==> src/hdl/tartaruga_params.svh <==
`ifndef TARTARUGA_PARAMS_SVH
`define TARTARUGA_PARAMS_SVH

// Pipeline stages in the data line memory
`define DMEM_LAT 5

// Number of lines held by the data memory
`define DMEM_LINES 256

// Width of one memory line in bits
`define LINE_BITS 128

`endif

==> src/hdl/lsu_pkg.sv <==
`default_nettype none

package lsu_pkg;

    typedef enum logic [1:0] {
        MEM_BYTE = 2'd0,
        MEM_HALF = 2'd1,
        MEM_WORD = 2'd2
    } mem_size_t;

    // What the response path needs to know about an issued access
    typedef struct packed {
        logic      store;
        mem_size_t size;
        logic      is_unsigned;
        logic [1:0] word_sel;
        logic [1:0] byte_sel;
    } lsu_pending_t;

endpackage

`default_nettype wire

==> src/hdl/tartaruga_pkg.sv <==
`default_nettype none

`include "tartaruga_params.svh"

package tartaruga_pkg;

    localparam int unsigned LINE_WORDS = `LINE_BITS / 32;
    localparam int unsigned LINE_IDX_W = $clog2(`DMEM_LINES);

    typedef logic [31:0] bus32_t;

    typedef bus32_t [LINE_WORDS-1:0] line_t;

    // Bits above the line index are ignored, so addresses wrap
    typedef struct packed {
        logic [31-LINE_IDX_W-4:0] upper;
        logic [LINE_IDX_W-1:0]    line_idx;
        logic [1:0]               word_sel;
        logic [1:0]               byte_sel;
    } dmem_addr_fields_t;

    typedef union packed {
        bus32_t            raw;
        dmem_addr_fields_t f;
    } dmem_addr_u;

endpackage

`default_nettype wire

==> src/hdl/lsu_load_extract.sv <==
`default_nettype none

`include "tartaruga_params.svh"

module lsu_load_extract
    import tartaruga_pkg::*;
    import lsu_pkg::*;
(
    input  wire logic         clk_i,
    input  wire logic         rstn_i,
    input  wire logic         pend_push_i,
    input  wire lsu_pending_t pend_i,
    output logic              queue_ready_o,
    input  wire logic         line_valid_i,
    output logic              line_ready_o,
    input  wire line_t        line_i,
    output logic              rsp_valid_o,
    input  wire logic         rsp_ready_i,
    output bus32_t            rsp_rdata_o
);

    localparam int unsigned DEPTH = `DMEM_LAT;
    localparam int unsigned PTR_W = $clog2(DEPTH);
    localparam int unsigned CNT_W = $clog2(DEPTH + 1);

    lsu_pending_t     queue_q [DEPTH];
    logic [PTR_W-1:0] wr_ptr_q;
    logic [PTR_W-1:0] rd_ptr_q;
    logic [CNT_W-1:0] count_q;
    logic             pop;
    logic             full;

    lsu_pending_t head;
    bus32_t       sel_word;
    bus32_t       lane;
    bus32_t       ext_data;

    assign full = (count_q == CNT_W'(DEPTH));
    assign pop  = rsp_valid_o && rsp_ready_i;

    // A slot frees up in the same cycle the head is taken
    assign queue_ready_o = !full || pop;

    assign rsp_valid_o  = line_valid_i;
    assign line_ready_o = rsp_ready_i;

    always_ff @(posedge clk_i or negedge rstn_i) begin
        if (!rstn_i) begin
            wr_ptr_q <= '0;
            rd_ptr_q <= '0;
            count_q  <= '0;
        end else begin
            if (pend_push_i) begin
                wr_ptr_q <= (wr_ptr_q == PTR_W'(DEPTH - 1)) ? '0 : wr_ptr_q + 1'b1;
            end
            if (pop) begin
                rd_ptr_q <= (rd_ptr_q == PTR_W'(DEPTH - 1)) ? '0 : rd_ptr_q + 1'b1;
            end
            if (pend_push_i && !pop) begin
                count_q <= count_q + 1'b1;
            end else if (pop && !pend_push_i) begin
                count_q <= count_q - 1'b1;
            end
        end
    end

    always_ff @(posedge clk_i) begin
        if (pend_push_i) begin
            queue_q[wr_ptr_q] <= pend_i;
        end
    end

    assign head     = queue_q[rd_ptr_q];
    assign sel_word = line_i[head.word_sel];
    assign lane     = sel_word >> {head.byte_sel, 3'b000};

    always_comb begin
        unique case (head.size)
            MEM_BYTE: begin
                ext_data = head.is_unsigned ? {24'b0, lane[7:0]}
                                            : {{24{lane[7]}}, lane[7:0]};
            end
            MEM_HALF: begin
                ext_data = head.is_unsigned ? {16'b0, lane[15:0]}
                                            : {{16{lane[15]}}, lane[15:0]};
            end
            default: ext_data = lane;
        endcase
    end

    // Stores answer with zero
    assign rsp_rdata_o = head.store ? '0 : ext_data;

    a_line_has_pending: assert property (
        @(posedge clk_i) disable iff (!rstn_i)
        line_valid_i |-> count_q != '0
    );

    a_no_overflow: assert property (
        @(posedge clk_i) disable iff (!rstn_i)
        pend_push_i |-> !full || pop
    );

endmodule

`default_nettype wire

==> config.mk <==
export PLATFORM = sky130hd
export DESIGN_NAME = lsu_load_extract
export DESIGN_NICKNAME = d
export VERILOG_FILES = /design/src/hdl/lsu_pkg.sv /design/src/hdl/tartaruga_pkg.sv /design/src/hdl/lsu_load_extract.sv
export VERILOG_INCLUDE_DIRS = /design/src /design/src/hdl
export SDC_FILE = /design/constraint.sdc
export NUM_CORES = 1
export LEC_CHECK = 0
export ABC_AREA = 1
export BUFFER_PORTS_ARGS = -buffer_cell sky130_fd_sc_hd__buf_2
export CAP_MARGIN = 20
export CORE_MARGIN = 5
export CORE_UTILIZATION = 23
export CTS_CLUSTER_SIZE = 25
export DETAILED_ROUTE_END_ITERATION = 10
export HOLD_SLACK_MARGIN = 0.08
export SETUP_SLACK_MARGIN = 0.2
export SLEW_MARGIN = 20
export SYNTH_ARGS = -nofsm -noshare
export SYNTH_HDL_FRONTEND = slang
export SYNTH_SLANG_ARGS = --single-unit
export TNS_END_PERCENT = 10
==> constraint.sdc <==
create_clock -name clk_i -period 2.3 [get_ports clk_i]
set_input_delay 0.115 -clock clk_i [delete_from_list [all_inputs] [get_ports clk_i]]
set_output_delay 0.115 -clock clk_i [all_outputs]
set_load 0.05 [all_outputs]
==> impl_metrics.ini <==
[outcome]
status = finished, violations left
violations = setup timing

[finish]
final_cell_mix = 187 x nand2_1, 145 x buf_2, 110 x nand3_1
finalNonFillerCells = 1104
syn_to_final_growth_pct = 60.99
final_common_cell = nand2_1
postLayoutCoreUtil = 0.3731
final_net_count = 1015
layout-drive-gt1-share = 0.4304

[setup_path]
startpoint_type = flip-flop
r2r_start = wr_ptr_q[0]
r2r-end = queue_q[2][5]
cpLargestDelayFamily = buffers and inverters
path_cells = buf_6 > buf_6 > o21ai_0 > o22ai_1 > mux2i_1 > nand2_2 > nor2_4 > nand3_4 > buf_12 > a21oi_2 > buf_6
critical_path_required_ns = 2.18
path_buf_inv = 4
crit_slowest_cell = dfrtp_2
critical_path_class = reg2out
ff2ff_path_depth = 3
cpPeakStageDelay_ns = 0.47
cp-end-kind = primary output
cp-endpoint = rsp_rdata_o[11]
cp-startpoint = rd_ptr_q[0]
r2r_slack_ns = 0.79
worstPathMaxFanout = 10
crit_top_cell = buf_6
cp.arrival_ns = 2.45
path_depth = 11

[placement]
port_buffers = 175
dp_cells = 1077
gp_congestion = 0.9249
dp_hpwl_mm = 14.16

[clocking]
cts_root_buffer = clkbuf_16
clock_sinks = 49
path_clk_slew_ns = 0.06
cts_buffers = 5
cts_buffer_depth = 2
cts_tree = built
htree_num_levels = 2
clk_latency_ns = 0.28

[routing]
dr_wl_met2_mm = 8.908
wirelength_met1_mm = 7.182
route.detailed.drc = 0
antenna_left = 0
via_per_inst = 4.640
first_pass_iters = 5
dr_total_vias = 5123
drtIter0Drc = 233
dr.max_layer_used = met4
wl_met3_mm = 1.022
avgRoutedWirePerCell_um = 15.94
wl_mm = 17.59

[timing]
skew_ns = 0.003352
timing.final.ws_setup_ns = -0.2603
final-setup-viol-count = 32
timing_worst_slew_pin_value_ns = 0.6811
period_minus_slack_ns = 2.560
slew_violations = 0
finalCritPeriodShare = 1.113
grt_setup_unrepaired = yes
fmax_mhz = 390.6
slew_headroom = 0.5442
hold_violations = 0

[floorplanning]
num_rows = 50
design.core.area_mm2 = 0.01852
dieArea_mm2 = 0.02149
start_util = 0.2318
die_h_um = 146.6
die_x_um = 146.6
io_pins = 176

[logic_synthesis]
synth.net_count = 795
yosysWarningCount = 0
ys_types = 35
syn_area_mm2 = 0.004292
yosys_register_bits = 49
synth-seq-area-share = 0.3324
syn_avg_cell_area_um2 = 6.623
syn_inst = 648

[grt]
grt_first_pass_wirelength_mm = 27.15
track_usage = 0.1573
grt_max_degree = 25
first_global_vias = 5177
antenna_found_initial = 1
overflow = 0

[min_path]
hold_class = in2reg

[flow_run]
cap_viol_max_count = 0
-- synth_stat cells --
| cell type | number | area (µm²) |
|---|---|---|
| o21ai_4 | 2 | 32.53 |
| nor2_1 | 45 | 168.9 |
| ha_1 | 5 | 62.56 |
| nand3_1 | 136 | 680.7 |
| a31oi_1 | 6 | 37.54 |
| buf_6 | 9 | 101.4 |
| nor2_2 | 1 | 6.260 |
| nand4_1 | 3 | 18.77 |
| fa_1 | 1 | 20.02 |
| o22ai_1 | 3 | 18.77 |
| nor2_4 | 1 | 11.26 |
| dfrtp_1 | 9 | 225.2 |
| clkbuf_1 | 6 | 22.52 |
| nor3_1 | 6 | 30.03 |
| nand2_2 | 3 | 18.77 |
| xnor2_1 | 2 | 17.52 |
| or2_1 | 2 | 12.51 |
| buf_1 | 2 | 7.510 |
| edfxtp_1 | 40 | 1201 |
| o211ai_1 | 1 | 7.510 |
| or2_2 | 3 | 18.77 |
| buf_4 | 10 | 75.07 |
| o21ai_2 | 2 | 17.52 |
| nand2_1 | 199 | 747.0 |
| buf_2 | 14 | 70.07 |
| nand3_4 | 2 | 35.03 |
| nand2_4 | 1 | 11.26 |
| inv_1 | 66 | 247.7 |
| a21oi_1 | 33 | 165.2 |
| inv_2 | 3 | 11.26 |
| nand3_2 | 5 | 50.05 |
| o21ai_0 | 19 | 95.09 |
| mux2i_1 | 1 | 10.01 |
| inv_4 | 1 | 6.260 |
| o21ai_1 | 6 | 30.03 |
-- metal layers --
layer,track usage,up-vias
met4,0.05362,0
met3,0.02514,32
met2,0.2897,187
li1,-,2575
met1,0.1841,2329
met5,0,-
-- worst min path at each step --
stage          startpoint       endpoint  slack, ns  cells past startpoint
3_5_place_dp       rstn_i     count_q[0]     -0.002                      1
3_3_place_gp       rstn_i     count_q[2]     -0.002                      1
6_report        pend_i[7]  queue_q[2][7]       0.08                      1
4_1_cts         pend_i[0]  queue_q[4][0]       0.08                      1
2_1_floorplan      rstn_i     count_q[0]      -0.18                      0
5_1_grt         pend_i[4]  queue_q[4][4]       0.09                      1
-- registers in the layout, indices dropped and copies added, names as in the netlist --
| register | count |
|---|---|
| count_q | 3 |
| queue_q | 40 |
| rd_ptr_q | 3 |
| wr_ptr_q | 3 |
-- per-stage QoR --
step	setup WS (ns)	area, µm²	hold WS, ns	TNS, ns
after floorplan	0.06140	4504	-0.1806	0
after global placement	-0.1928	6023	-0.002408	-2.306
after detailed placement	-0.2046	6023	-0.002000	-3.253
after CTS	-0.3247	6676	0.08210	-7.326
after global routing	-0.4058	6909	0.08788	-11.59
final	-0.2603	6909	0.08004	-6.633
-- worst register-to-register path, cell delays in order (launching register included) --
cell	delay (ns)
dfrtp_1	0.41
inv_1	0.12
nand2_1	0.08
nor2_1	0.53
-- layout make-up --
type / instances / area (µm²)
Clock inverter: 3 / 21.27
Sequential cell: 49 / 1429
Antenna cell: 1 / 2.502
Inverter: 70 / 311.5
Timing Repair Buffer: 252 / 1933
Clock buffer: 5 / 125.1
Tap cell: 234 / 292.8
Multi-Input combinational cell: 490 / 2794
Fill cell: 1975 / 11610
-- what timing repair did --
item / 4_1_cts / 5_1_grt
hold buffers: 4 / 0
hold endpoints to repair: 24 / 0
endpoints found under the setup margin: 32 / 32
resized for setup: 105 / 46
buffers inserted: 5 / 4
pin swaps: 8 / 8
cloned: 4 / 1
-- logic make-up after synthesis --
family | synth area share
AO/OA/AOI/OAI | 0.09417
XOR/XNOR | 0.004082
adder cells (fa/ha/maj) | 0.01924
AND/OR/NAND/NOR | 0.4216
buffers and inverters | 0.1262
flip-flops | 0.3324
multiplexers | 0.002332
Power is not shown: default switching activity piles up to over one toggle a cycle in this logic, so the estimate is an artifact.
