`src/hdl/tartaruga_params.svh`:
```
`ifndef TARTARUGA_PARAMS_SVH
`define TARTARUGA_PARAMS_SVH

// Pipeline stages in the data line memory
`define DMEM_LAT 5

// Number of lines held by the data memory
`define DMEM_LINES 256

// Width of one memory line in bits
`define LINE_BITS 128

`endif

```
`src/hdl/lsu_pkg.sv`:
```
`default_nettype none

package lsu_pkg;

    typedef enum logic [1:0] {
        MEM_BYTE = 2'd0,
        MEM_HALF = 2'd1,
        MEM_WORD = 2'd2
    } mem_size_t;

    // What the response path needs to know about an issued access
    typedef struct packed {
        logic      store;
        mem_size_t size;
        logic      is_unsigned;
        logic [1:0] word_sel;
        logic [1:0] byte_sel;
    } lsu_pending_t;

endpackage

`default_nettype wire

```
`src/hdl/tartaruga_pkg.sv`:
```
`default_nettype none

`include "tartaruga_params.svh"

package tartaruga_pkg;

    localparam int unsigned LINE_WORDS = `LINE_BITS / 32;
    localparam int unsigned LINE_IDX_W = $clog2(`DMEM_LINES);

    typedef logic [31:0] bus32_t;

    typedef bus32_t [LINE_WORDS-1:0] line_t;

    // Bits above the line index are ignored, so addresses wrap
    typedef struct packed {
        logic [31-LINE_IDX_W-4:0] upper;
        logic [LINE_IDX_W-1:0]    line_idx;
        logic [1:0]               word_sel;
        logic [1:0]               byte_sel;
    } dmem_addr_fields_t;

    typedef union packed {
        bus32_t            raw;
        dmem_addr_fields_t f;
    } dmem_addr_u;

endpackage

`default_nettype wire

```
`src/hdl/lsu_store_align.sv`:
```
`default_nettype none

module lsu_store_align
    import tartaruga_pkg::*;
    import lsu_pkg::*;
(
    input  wire logic      clk_i,
    input  wire logic      rstn_i,
    input  wire logic      req_valid_i,
    output logic           req_ready_o,
    input  wire bus32_t    req_addr_i,
    input  wire logic      req_we_i,
    input  wire mem_size_t req_size_i,
    input  wire logic      req_unsigned_i,
    input  wire bus32_t    req_wdata_i,
    input  wire logic      queue_ready_i,
    output logic           mem_req_valid_o,
    input  wire logic      mem_req_ready_i,
    output bus32_t         mem_addr_o,
    output logic           mem_we_o,
    output logic [15:0]    mem_be_o,
    output line_t          mem_wdata_o,
    output logic           pend_push_o,
    output lsu_pending_t   pend_o
);

    dmem_addr_u addr;
    logic [3:0] word_be;
    bus32_t     lane_data;
    logic       aligned;

    assign addr.raw = req_addr_i;

    always_comb begin
        unique case (req_size_i)
            MEM_BYTE: begin
                word_be   = 4'b0001 << addr.f.byte_sel;
                lane_data = {4{req_wdata_i[7:0]}};
            end
            MEM_HALF: begin
                word_be   = 4'b0011 << addr.f.byte_sel;
                lane_data = {2{req_wdata_i[15:0]}};
            end
            default: begin
                word_be   = 4'b1111;
                lane_data = req_wdata_i;
            end
        endcase
    end

    // Loads carry no byte enables
    assign mem_be_o    = req_we_i ? ({12'b0, word_be} << {addr.f.word_sel, 2'b00}) : '0;
    assign mem_wdata_o = {4{lane_data}};
    assign mem_addr_o  = req_addr_i;
    assign mem_we_o    = req_we_i;

    // Only forward when the response queue has room
    assign mem_req_valid_o = req_valid_i && queue_ready_i;
    assign req_ready_o     = mem_req_ready_i && queue_ready_i;
    assign pend_push_o     = req_valid_i && req_ready_o;

    assign pend_o.store       = req_we_i;
    assign pend_o.size        = req_size_i;
    assign pend_o.is_unsigned = req_unsigned_i;
    assign pend_o.word_sel    = addr.f.word_sel;
    assign pend_o.byte_sel    = addr.f.byte_sel;

    assign aligned = (req_size_i == MEM_BYTE) ||
                     (req_size_i == MEM_HALF && !addr.f.byte_sel[0]) ||
                     (req_size_i == MEM_WORD && addr.f.byte_sel == 2'b00);

    a_aligned: assert property (
        @(posedge clk_i) disable iff (!rstn_i)
        req_valid_i |-> aligned
    );

    a_req_stable: assert property (
        @(posedge clk_i) disable iff (!rstn_i)
        req_valid_i && !req_ready_o |=>
            req_valid_i && $stable({req_addr_i, req_we_i, req_size_i,
                                    req_unsigned_i, req_wdata_i})
    );

endmodule

`default_nettype wire

```
`config.mk`:
```
export PLATFORM = sky130hd
export DESIGN_NAME = lsu_store_align
export DESIGN_NICKNAME = d
export VERILOG_FILES = /design/src/hdl/lsu_pkg.sv /design/src/hdl/tartaruga_pkg.sv /design/src/hdl/lsu_store_align.sv
export VERILOG_INCLUDE_DIRS = /design/src /design/src/hdl
export SDC_FILE = /design/constraint.sdc
export NUM_CORES = 1
export LEC_CHECK = 0
export BUFFER_PORTS_ARGS = -buffer_cell sky130_fd_sc_hd__buf_2
export CELL_PAD_IN_SITES_DETAIL_PLACEMENT = 1
export CELL_PAD_IN_SITES_GLOBAL_PLACEMENT = 1
export CORE_MARGIN = 5
export CORE_UTILIZATION = 19
export DETAILED_ROUTE_END_ITERATION = 10
export GPL_TIMING_DRIVEN = 1
export MAX_ROUTING_LAYER = met4
export PLACE_DENSITY = 0.95
export SETUP_SLACK_MARGIN = 0.05
export SLEW_MARGIN = 20
export SYNTH_ARGS = -nofsm -noshare
export SYNTH_HDL_FRONTEND = slang
export SYNTH_SLANG_ARGS = --single-unit
```
`constraint.sdc`:
```
create_clock -name vclk -period 2.1
set_clock_uncertainty 0.15 [all_clocks]
set_input_delay 0.315 -clock vclk [all_inputs]
set_output_delay 0.315 -clock vclk [all_outputs]
set_load 0.01 [all_outputs]
```
==> impl_metrics.env, run 1 <==
export IMPL_remaining_drc_errors=0
export IMPL_vias=1452
export IMPL_design_area_sq_mm=0.00173
export IMPL_diodes=0
export IMPL_n_sequential_cell=0
export IMPL_hold_buffers=0
export IMPL_grt_max_degree=17
export IMPL_maxSlewHeadroom=0.774
export IMPL_layout_min_cycle_time_ns=1.84
export IMPL_wl_um=5770
export IMPL_drive_gt1_frac=0.800
export IMPL_die_area_sq_mm=0.0108
export IMPL_drv_cap=0
export IMPL_p_per_area_mw_per_mm2=298
export IMPL_syn2layout_area_growth_pct=3.37
export IMPL_grt_total_usage=0.0963
export IMPL_finalSetupViolCount=0
export IMPL_die_y_um=104
export IMPL_first_iter_violations=28
export IMPL_wire_per_inst_um=15.1
export IMPL_critPathMaxFanout=7
export IMPL_die_w_um=104
export IMPL_setup_worst_path_start="req_size_i[0]"
export IMPL_hp_class="primary input to output pin"
export IMPL_initial_core_util=0.193
export IMPL_period_share=0.876
export IMPL_fin_nets=350
export IMPL_path_cells="buf_2 > nor2_4 > buf_12 > mux2_4 > buf_2"
export IMPL_crit_path_top_delay_cell="mux2_4"
export IMPL_ys_top_cells_by_area="buf_4 (66%), mux2_4 (7.2%), mux2i_1 (4.8%), o21ai_1 (2.7%), mux2_1 (2.7%)"
export IMPL_finalHoldViolCount=0
export IMPL_maxSlewViolCount=0
export IMPL_min_delay_start="req_addr_i[15]"
export IMPL_crit_path_start_kind="primary input"
export IMPL_yosysMostFrequentCell="buf_4"
export IMPL_gp_congestion=0.748
export IMPL_status="finished clean"
export IMPL_n_fill_cell=1131
export IMPL_crit_path_end_kind="output pin"
export IMPL_p_leak_nw=1.09
export IMPL_register_area_sq_um=0
export IMPL_place_hpwl_um=5170
export IMPL_synth_nets=293
export IMPL_ys_types=24
export IMPL_ant_nets=0
export IMPL_cts_resized=0
export IMPL_synthCells=220
export IMPL_synth_top_area_cell="buf_4"
export IMPL_vdd_drop_max_mv=0.0722
export IMPL_synth_top_cells_by_count="buf_4 (146), o21ai_1 (9)"
export IMPL_gr_total_overflow=0
export IMPL_post_cts_buffers=0
export IMPL_syn_area_per_cell_sq_um=7.59
export IMPL_antenna_found_initial=0
export IMPL_avgViaCountPerCell=3.79
export IMPL_required_ns=1.63
export IMPL_arrival_ns=1.37
export IMPL_crit_top_cell="buf_2"
export IMPL_first_global_vias=1567
export IMPL_max_slew_worst_pin_slew_ns=0.336
export IMPL_portBuffers=201
export IMPL_dr_pass1_iters=3
export IMPL_clockBufferCount=0
export IMPL_yosys_warnings=0
export IMPL_ios=261
export IMPL_grt_pass1_wl_um=8650
export IMPL_max_freq_mhz=544
export IMPL_rows=34
export IMPL_cpPeakStageDelay_ns=0.31
export IMPL_yosys_area_top_type_share=0.656
export IMPL_crit_type="primary input to output pin"
export IMPL_seq_area_frac_synth=0
export IMPL_rsz0062_at_grt="false"
export IMPL_dpl_instance_area_sq_mm=0.00173
export IMPL_setup_tns_ns=0
export IMPL_core_area_sq_mm=0.00864
export IMPL_syn_area_sq_mm=0.00167
[placed cells by master, fill, tap and decap left out, drive strengths merged]
| master | synthesis | layout |
|---|---|---|
| o21bai | 1 | 1 |
| nand2 | 8 | 8 |
| inv | 1 | 1 |
| or3b | 1 | 1 |
| mux2i | 8 | 8 |
| nand3 | 1 | 1 |
| o21ba | 1 | 1 |
| buf | 149 | 205 |
| nand2b | 1 | 1 |
| o21ai | 9 | 9 |
| and3 | 1 | 1 |
| and2 | 2 | 2 |
| a21oi | 8 | 8 |
| nor2 | 5 | 5 |
| a31oi | 4 | 4 |
| nand3b | 3 | 3 |
| mux2 | 16 | 16 |
[layer usage]
metal	vias up	global-route usage	wire length [um]
li1	683	-	-
met1	666	0.0972	2030
met2	81	0.195	3210
met3	22	0.00933	386
met4	0	0.0231	144
met5	-	-	0
[path summary, 6_finish.rpt]
path | cells past startpoint | endpoint
max | 5 | mem_wdata_o[14]
min | 0 | mem_addr_o[15]
[report_power, final]
| part | total (mW) | internal [mW] | switching, mW |
|---|---|---|---|
| Sequential | 0 | 0 | 0 |
| Clock | 0 | 0 | 0 |
| Combinational | 0.514 | 0.220 | 0.294 |
| Total | 0.514 | 0.220 | 0.294 |
[stage by stage]
stage | std cells | total power, mW | hold WS [ns] | util | setup WS [ns]
3_5_place_dp | 383 | 0.525 | 0.480 | 0.200 | 0.231
5_1_grt | 383 | 0.561 | 0.480 | 0.200 | 0.142
3_3_place_gp | 383 | 0.512 | 0.480 | 0.200 | 0.217
6_report | 383 | 0.514 | 0.480 | 0.200 | 0.261
4_1_cts | 383 | 0.527 | 0.480 | 0.200 | 0.226
2_1_floorplan | 220 | 0.505 | 0.572 | - | 0.457
[worst max-delay path: cells and delay by family]
family / cells / cell delay, ns
buffers and inverters: 3 / 0.50
multiplexers: 1 / 0.31
AND/OR/NAND/NOR: 1 / 0.23
[layout make-up]
class                           instances  area [sq um]  area share
Multi-Input combinational cell         69           539       0.312
Timing Repair Buffer                  205          1050       0.607
Tap cell                              108           135      0.0783
Inverter                                1          3.75     0.00217
[kinds of logic (layout without fill, tap and decap cells)]
family / count (synthesis) / in the layout / synth area share
AOI/OAI and AO/OA: 23 / 23 / 0.0764
buffers and inverters: 151 / 206 / 0.677
muxes: 24 / 24 / 0.174
and+or+nand+nor: 22 / 22 / 0.0727
Power figures use the tool's default switching activity.
==> run 2, diff against run 1 <==
Settings changed: PLACE_DENSITY 0.95 to 0.91.
==> run 2 against run 1 <==
Maximum frequency up 2.9%. Setup slack better by 0.052 ns. Die area did not move. Utilization shrank 0.058 points. Largest power group unchanged. Highest routed layer unchanged. Critical path type unchanged. First-iteration DRC count shrank 43%. Critical endpoint is now mem_wdata_o[46]. Final cell count up 0.26%.
==> impl_metrics.env, run 2 (same netlist as run 1, synthesis figures left out) <==
export IMPL_p_per_area_mw_per_mm2=296
export IMPL_vias=1454
export IMPL_crit_type="primary input to output pin"
export IMPL_final_cell_mix="buf_2 (201), o21ai_1 (9)"
export IMPL_setup_tns_ns=0
export IMPL_max_slew_worst_pin_slew_ns=0.325
export IMPL_grt_total_usage=0.0889
export IMPL_first_iter_violations=16
export IMPL_cts_resized=0
export IMPL_final_common_cell="buf_2"
export IMPL_rows=34
export IMPL_post_cts_buffers=0
export IMPL_die_y_um=104
export IMPL_met3_length_um=479
export IMPL_die_area_sq_mm=0.0108
export IMPL_core_area_sq_mm=0.00864
export IMPL_drt_met1_wl_um=1880
export IMPL_ios=261
export IMPL_grt_pass1_wl_um=8050
export IMPL_register_area_sq_um=0
export IMPL_die_w_um=104
export IMPL_required_ns=1.63
export IMPL_n_sequential_cell=0
export IMPL_crit_path_end_kind="output pin"
export IMPL_period_share=0.851
export IMPL_layout_min_cycle_time_ns=1.79
export IMPL_rsz0062_at_grt="false"
export IMPL_finalSetupViolCount=0
export IMPL_avgViaCountPerCell=3.79
export IMPL_diodes=0
export IMPL_wl_met2_um=3030
export IMPL_min_delay_start="req_addr_i[12]"
export IMPL_first_global_vias=1517
export IMPL_fin_nets=351
export IMPL_whs_ns=0.480
export IMPL_maxUsedRoutingLayer="met4"
export IMPL_gr_total_overflow=0
export IMPL_vdd_drop_max_mv=0.0691
export IMPL_n_fill_cell=1117
export IMPL_antenna_found_initial=0
export IMPL_finalHoldViolCount=0
export IMPL_status="finished clean"
export IMPL_whs_path_depth=0
export IMPL_ant_nets=0
export IMPL_drive_gt1_frac=0.801
export IMPL_hold_buffers=0
export IMPL_grt_max_degree=21
export IMPL_dr_pass1_iters=4
export IMPL_wl_um=5470
export IMPL_maxSlewHeadroom=0.782
export IMPL_clockBufferCount=0
export IMPL_place_hpwl_um=4860
export IMPL_critPathMaxFanout=8
export IMPL_gp_congestion=0.697
export IMPL_whs_endpoint="mem_addr_o[12]"
export IMPL_initial_core_util=0.193
export IMPL_maxSlewViolCount=0
export IMPL_wire_per_inst_um=14.2
export IMPL_syn2layout_area_growth_pct=3.07
export IMPL_remaining_drc_errors=0
export IMPL_portBuffers=201
export IMPL_hp_class="primary input to output pin"
export IMPL_max_freq_mhz=560
export IMPL_crit_path_start_kind="primary input"
export IMPL_drv_cap=0
export IMPL_arrival_ns=1.32
export IMPL_p_leak_nw=1.09
[run 2: per-stage QoR]
stage          cell area, sq um  cells  utilization  total power, mW  worst slack [ns]
2_1_floorplan              1670    220            -            0.505             0.457
3_3_place_gp               1720    384        0.199            0.508             0.269
3_5_place_dp               1720    384        0.199            0.522             0.271
4_1_cts                    1720    384        0.199            0.524             0.268
5_1_grt                    1720    384        0.199            0.553             0.176
6_report                   1720    384        0.199            0.509             0.313
[run 2: worst max-delay path by stage]
stage / from / to / slack, ns / depth (start not counted)
CTS: req_size_i[0] / mem_wdata_o[46] / 0.27 / 5
global route: req_size_i[0] / mem_wdata_o[120] / 0.18 / 5
global placement: req_size_i[0] / mem_wdata_o[13] / 0.27 / 5
detailed placement: req_size_i[0] / mem_wdata_o[46] / 0.27 / 5
floorplan: req_size_i[1] / mem_wdata_o[104] / 0.46 / 4
finish: req_size_i[0] / mem_wdata_o[46] / 0.31 / 5
[run 2: critical path, cell delays in order]
cell	delay, ns
buf_2	0.20
nor2_4	0.14
buf_4	0.19
mux2_4	0.33
buf_2	0.15
[run 2: cell type report]
| type | instances | area, sq um | share of cell area |
|---|---|---|---|
| Tap cell | 108 | 135 | 0.0785 |
| Timing Repair Buffer | 206 | 1040 | 0.606 |
| Multi-Input combinational cell | 69 | 539 | 0.313 |
| Inverter | 1 | 3.75 | 0.00218 |
[run 2: where the power goes]
part | internal (mW) | switching [mW]
sequential | 0 | 0
combinational | 0.219 | 0.290
clock | 0 | 0
[run 2: metal layers]
| metal | track usage | up-vias |
|---|---|---|
| li1 | - | 683 |
| met1 | 0.0883 | 658 |
| met2 | 0.179 | 95 |
| met3 | 0.0155 | 18 |
| met4 | 0.0176 | 0 |
| met5 | - | - |
==> run 3, diff against run 2 <==
Settings changed: CORE_AREA set to 2 2 100 102, CORE_MARGIN 5 to unset, CORE_UTILIZATION 19 to unset, DIE_AREA set to 0 0 102 104, PLACE_DENSITY 0.91 to 0.85.
==> run 3 against run 2 <==
Setup slack worse by 0.065 ns. Critical path type unchanged. Maximum frequency shrank 3.5%. Sequential share of layout area stayed put. Wire length shrank 5.9%. Highest routed layer unchanged. Critical endpoint is now mem_wdata_o[40].
==> impl_metrics.env, run 3 (same netlist as run 1, synthesis figures left out) <==
export IMPL_status="finished clean"
export IMPL_die_area_sq_mm=0.0106
export IMPL_final_common_cell="buf_2"
export IMPL_fin_nets=350
export IMPL_switching_share=0.567
export IMPL_dpl_instance_area_sq_mm=0.00176
export IMPL_period_share=0.882
export IMPL_hp_class="primary input to output pin"
export IMPL_crit_path_end_kind="output pin"
export IMPL_die_w_um=102
export IMPL_ios=261
export IMPL_layout_min_cycle_time_ns=1.85
export IMPL_ant_nets=0
export IMPL_drv_cap=0
export IMPL_register_area_sq_um=0
export IMPL_p_leak_nw=1.09
export IMPL_post_cts_buffers=0
export IMPL_max_freq_mhz=540
export IMPL_n_fill_cell=1239
export IMPL_first_global_vias=1270
export IMPL_grt_max_degree=19
export IMPL_diodes=0
export IMPL_max_slew_worst_pin_slew_ns=0.342
export IMPL_antenna_found_initial=0
export IMPL_vias=1473
export IMPL_wl_um=5140
export IMPL_whs_ns=0.480
export IMPL_crit_path_start_kind="primary input"
export IMPL_maxSlewViolCount=0
export IMPL_core_area_sq_mm=0.00955
export IMPL_wire_per_inst_um=12.6
export IMPL_dr_pass1_iters=4
export IMPL_rsz0062_at_grt="false"
export IMPL_grt_pass1_wl_um=6930
export IMPL_setup_tns_ns=0
export IMPL_drive_gt1_frac=0.800
export IMPL_critPathMaxFanout=8
export IMPL_final_cell_mix="buf_2 (201), o21ai_1 (9)"
export IMPL_power_internal_mw=0.220
export IMPL_grt_total_usage=0.0824
export IMPL_syn2layout_area_growth_pct=5.24
export IMPL_hold_buffers=0
export IMPL_first_iter_violations=40
export IMPL_initial_core_util=0.175
export IMPL_avgViaCountPerCell=3.61
export IMPL_p_sw_mw=0.288
export IMPL_finalSetupViolCount=0
export IMPL_rows=36
export IMPL_multiInputGateArea_sq_um=539
export IMPL_seq_power_share=0
export IMPL_design_area_sq_mm=0.00176
export IMPL_maxSlewHeadroom=0.771
export IMPL_portBuffers=201
export IMPL_required_ns=1.63
export IMPL_crit_type="primary input to output pin"
export IMPL_p_clk_frac=0
export IMPL_arrival_ns=1.39
export IMPL_cts_resized=0
export IMPL_die_y_um=104
export IMPL_gr_total_overflow=0
export IMPL_remaining_drc_errors=0
export IMPL_clockBufferCount=0
export IMPL_vdd_drop_max_mv=0.0654
export IMPL_n_sequential_cell=0
export IMPL_gp_congestion=0.747
export IMPL_place_hpwl_um=4540
export IMPL_power_frac_comb=1.000
export IMPL_finalHoldViolCount=0
export IMPL_p_per_area_mw_per_mm2=289
==> run 3: cell count changes in the layout (fill, tap and decap cells not counted), sizes merged <==
cell  delta
buf      -1
==> run 3: path summary, 6_finish.rpt <==
kind | start | to | slack (ns) | cells past startpoint
worst max-delay path | req_size_i[0] | mem_wdata_o[40] | 0.25 | 5
worst min-delay path | req_addr_i[13] | mem_addr_o[13] | 0.48 | 0
==> run 3: area by class of cell <==
cell class,instances,area share
repair buffers,205,0.596
well taps,133,0.0947
multi-input cells,69,0.307
inverters,1,0.00214
==> run 3: through the flow <==
stage	util	instances	power (mW)	setup slack [ns]
floorplan	-	220	0.505	0.457
global placement	0.184	408	0.507	0.206
detailed placement	0.184	408	0.517	0.214
CTS	0.184	408	0.519	0.204
global route	0.184	408	0.552	0.154
finish	0.184	408	0.508	0.248
==> run 3: power by group through the flow <==
stage / sequential, mW / clock [mW] / combinational [mW]
2_1_floorplan: 0 / 0 / 0.505
3_3_place_gp: 0 / 0 / 0.507
3_5_place_dp: 0 / 0 / 0.517
4_1_cts: 0 / 0 / 0.519
5_1_grt: 0 / 0 / 0.552
6_report: 0 / 0 / 0.508
==> run 3: worst max-delay path, cell delays in order <==
cell and delay (ns):
buf_2 0.19, nor2_4 0.22, buf_12 0.16, mux2_4 0.33, buf_2 0.15
==> run 3: metal layers <==
metal	routed length [um]	global-route usage	part of all wire
met1	1890	0.0907	0.37
met2	2730	0.161	0.53
met3	432	0.00538	0.084
met4	91	0.0133	0.018
met5	0	-	0
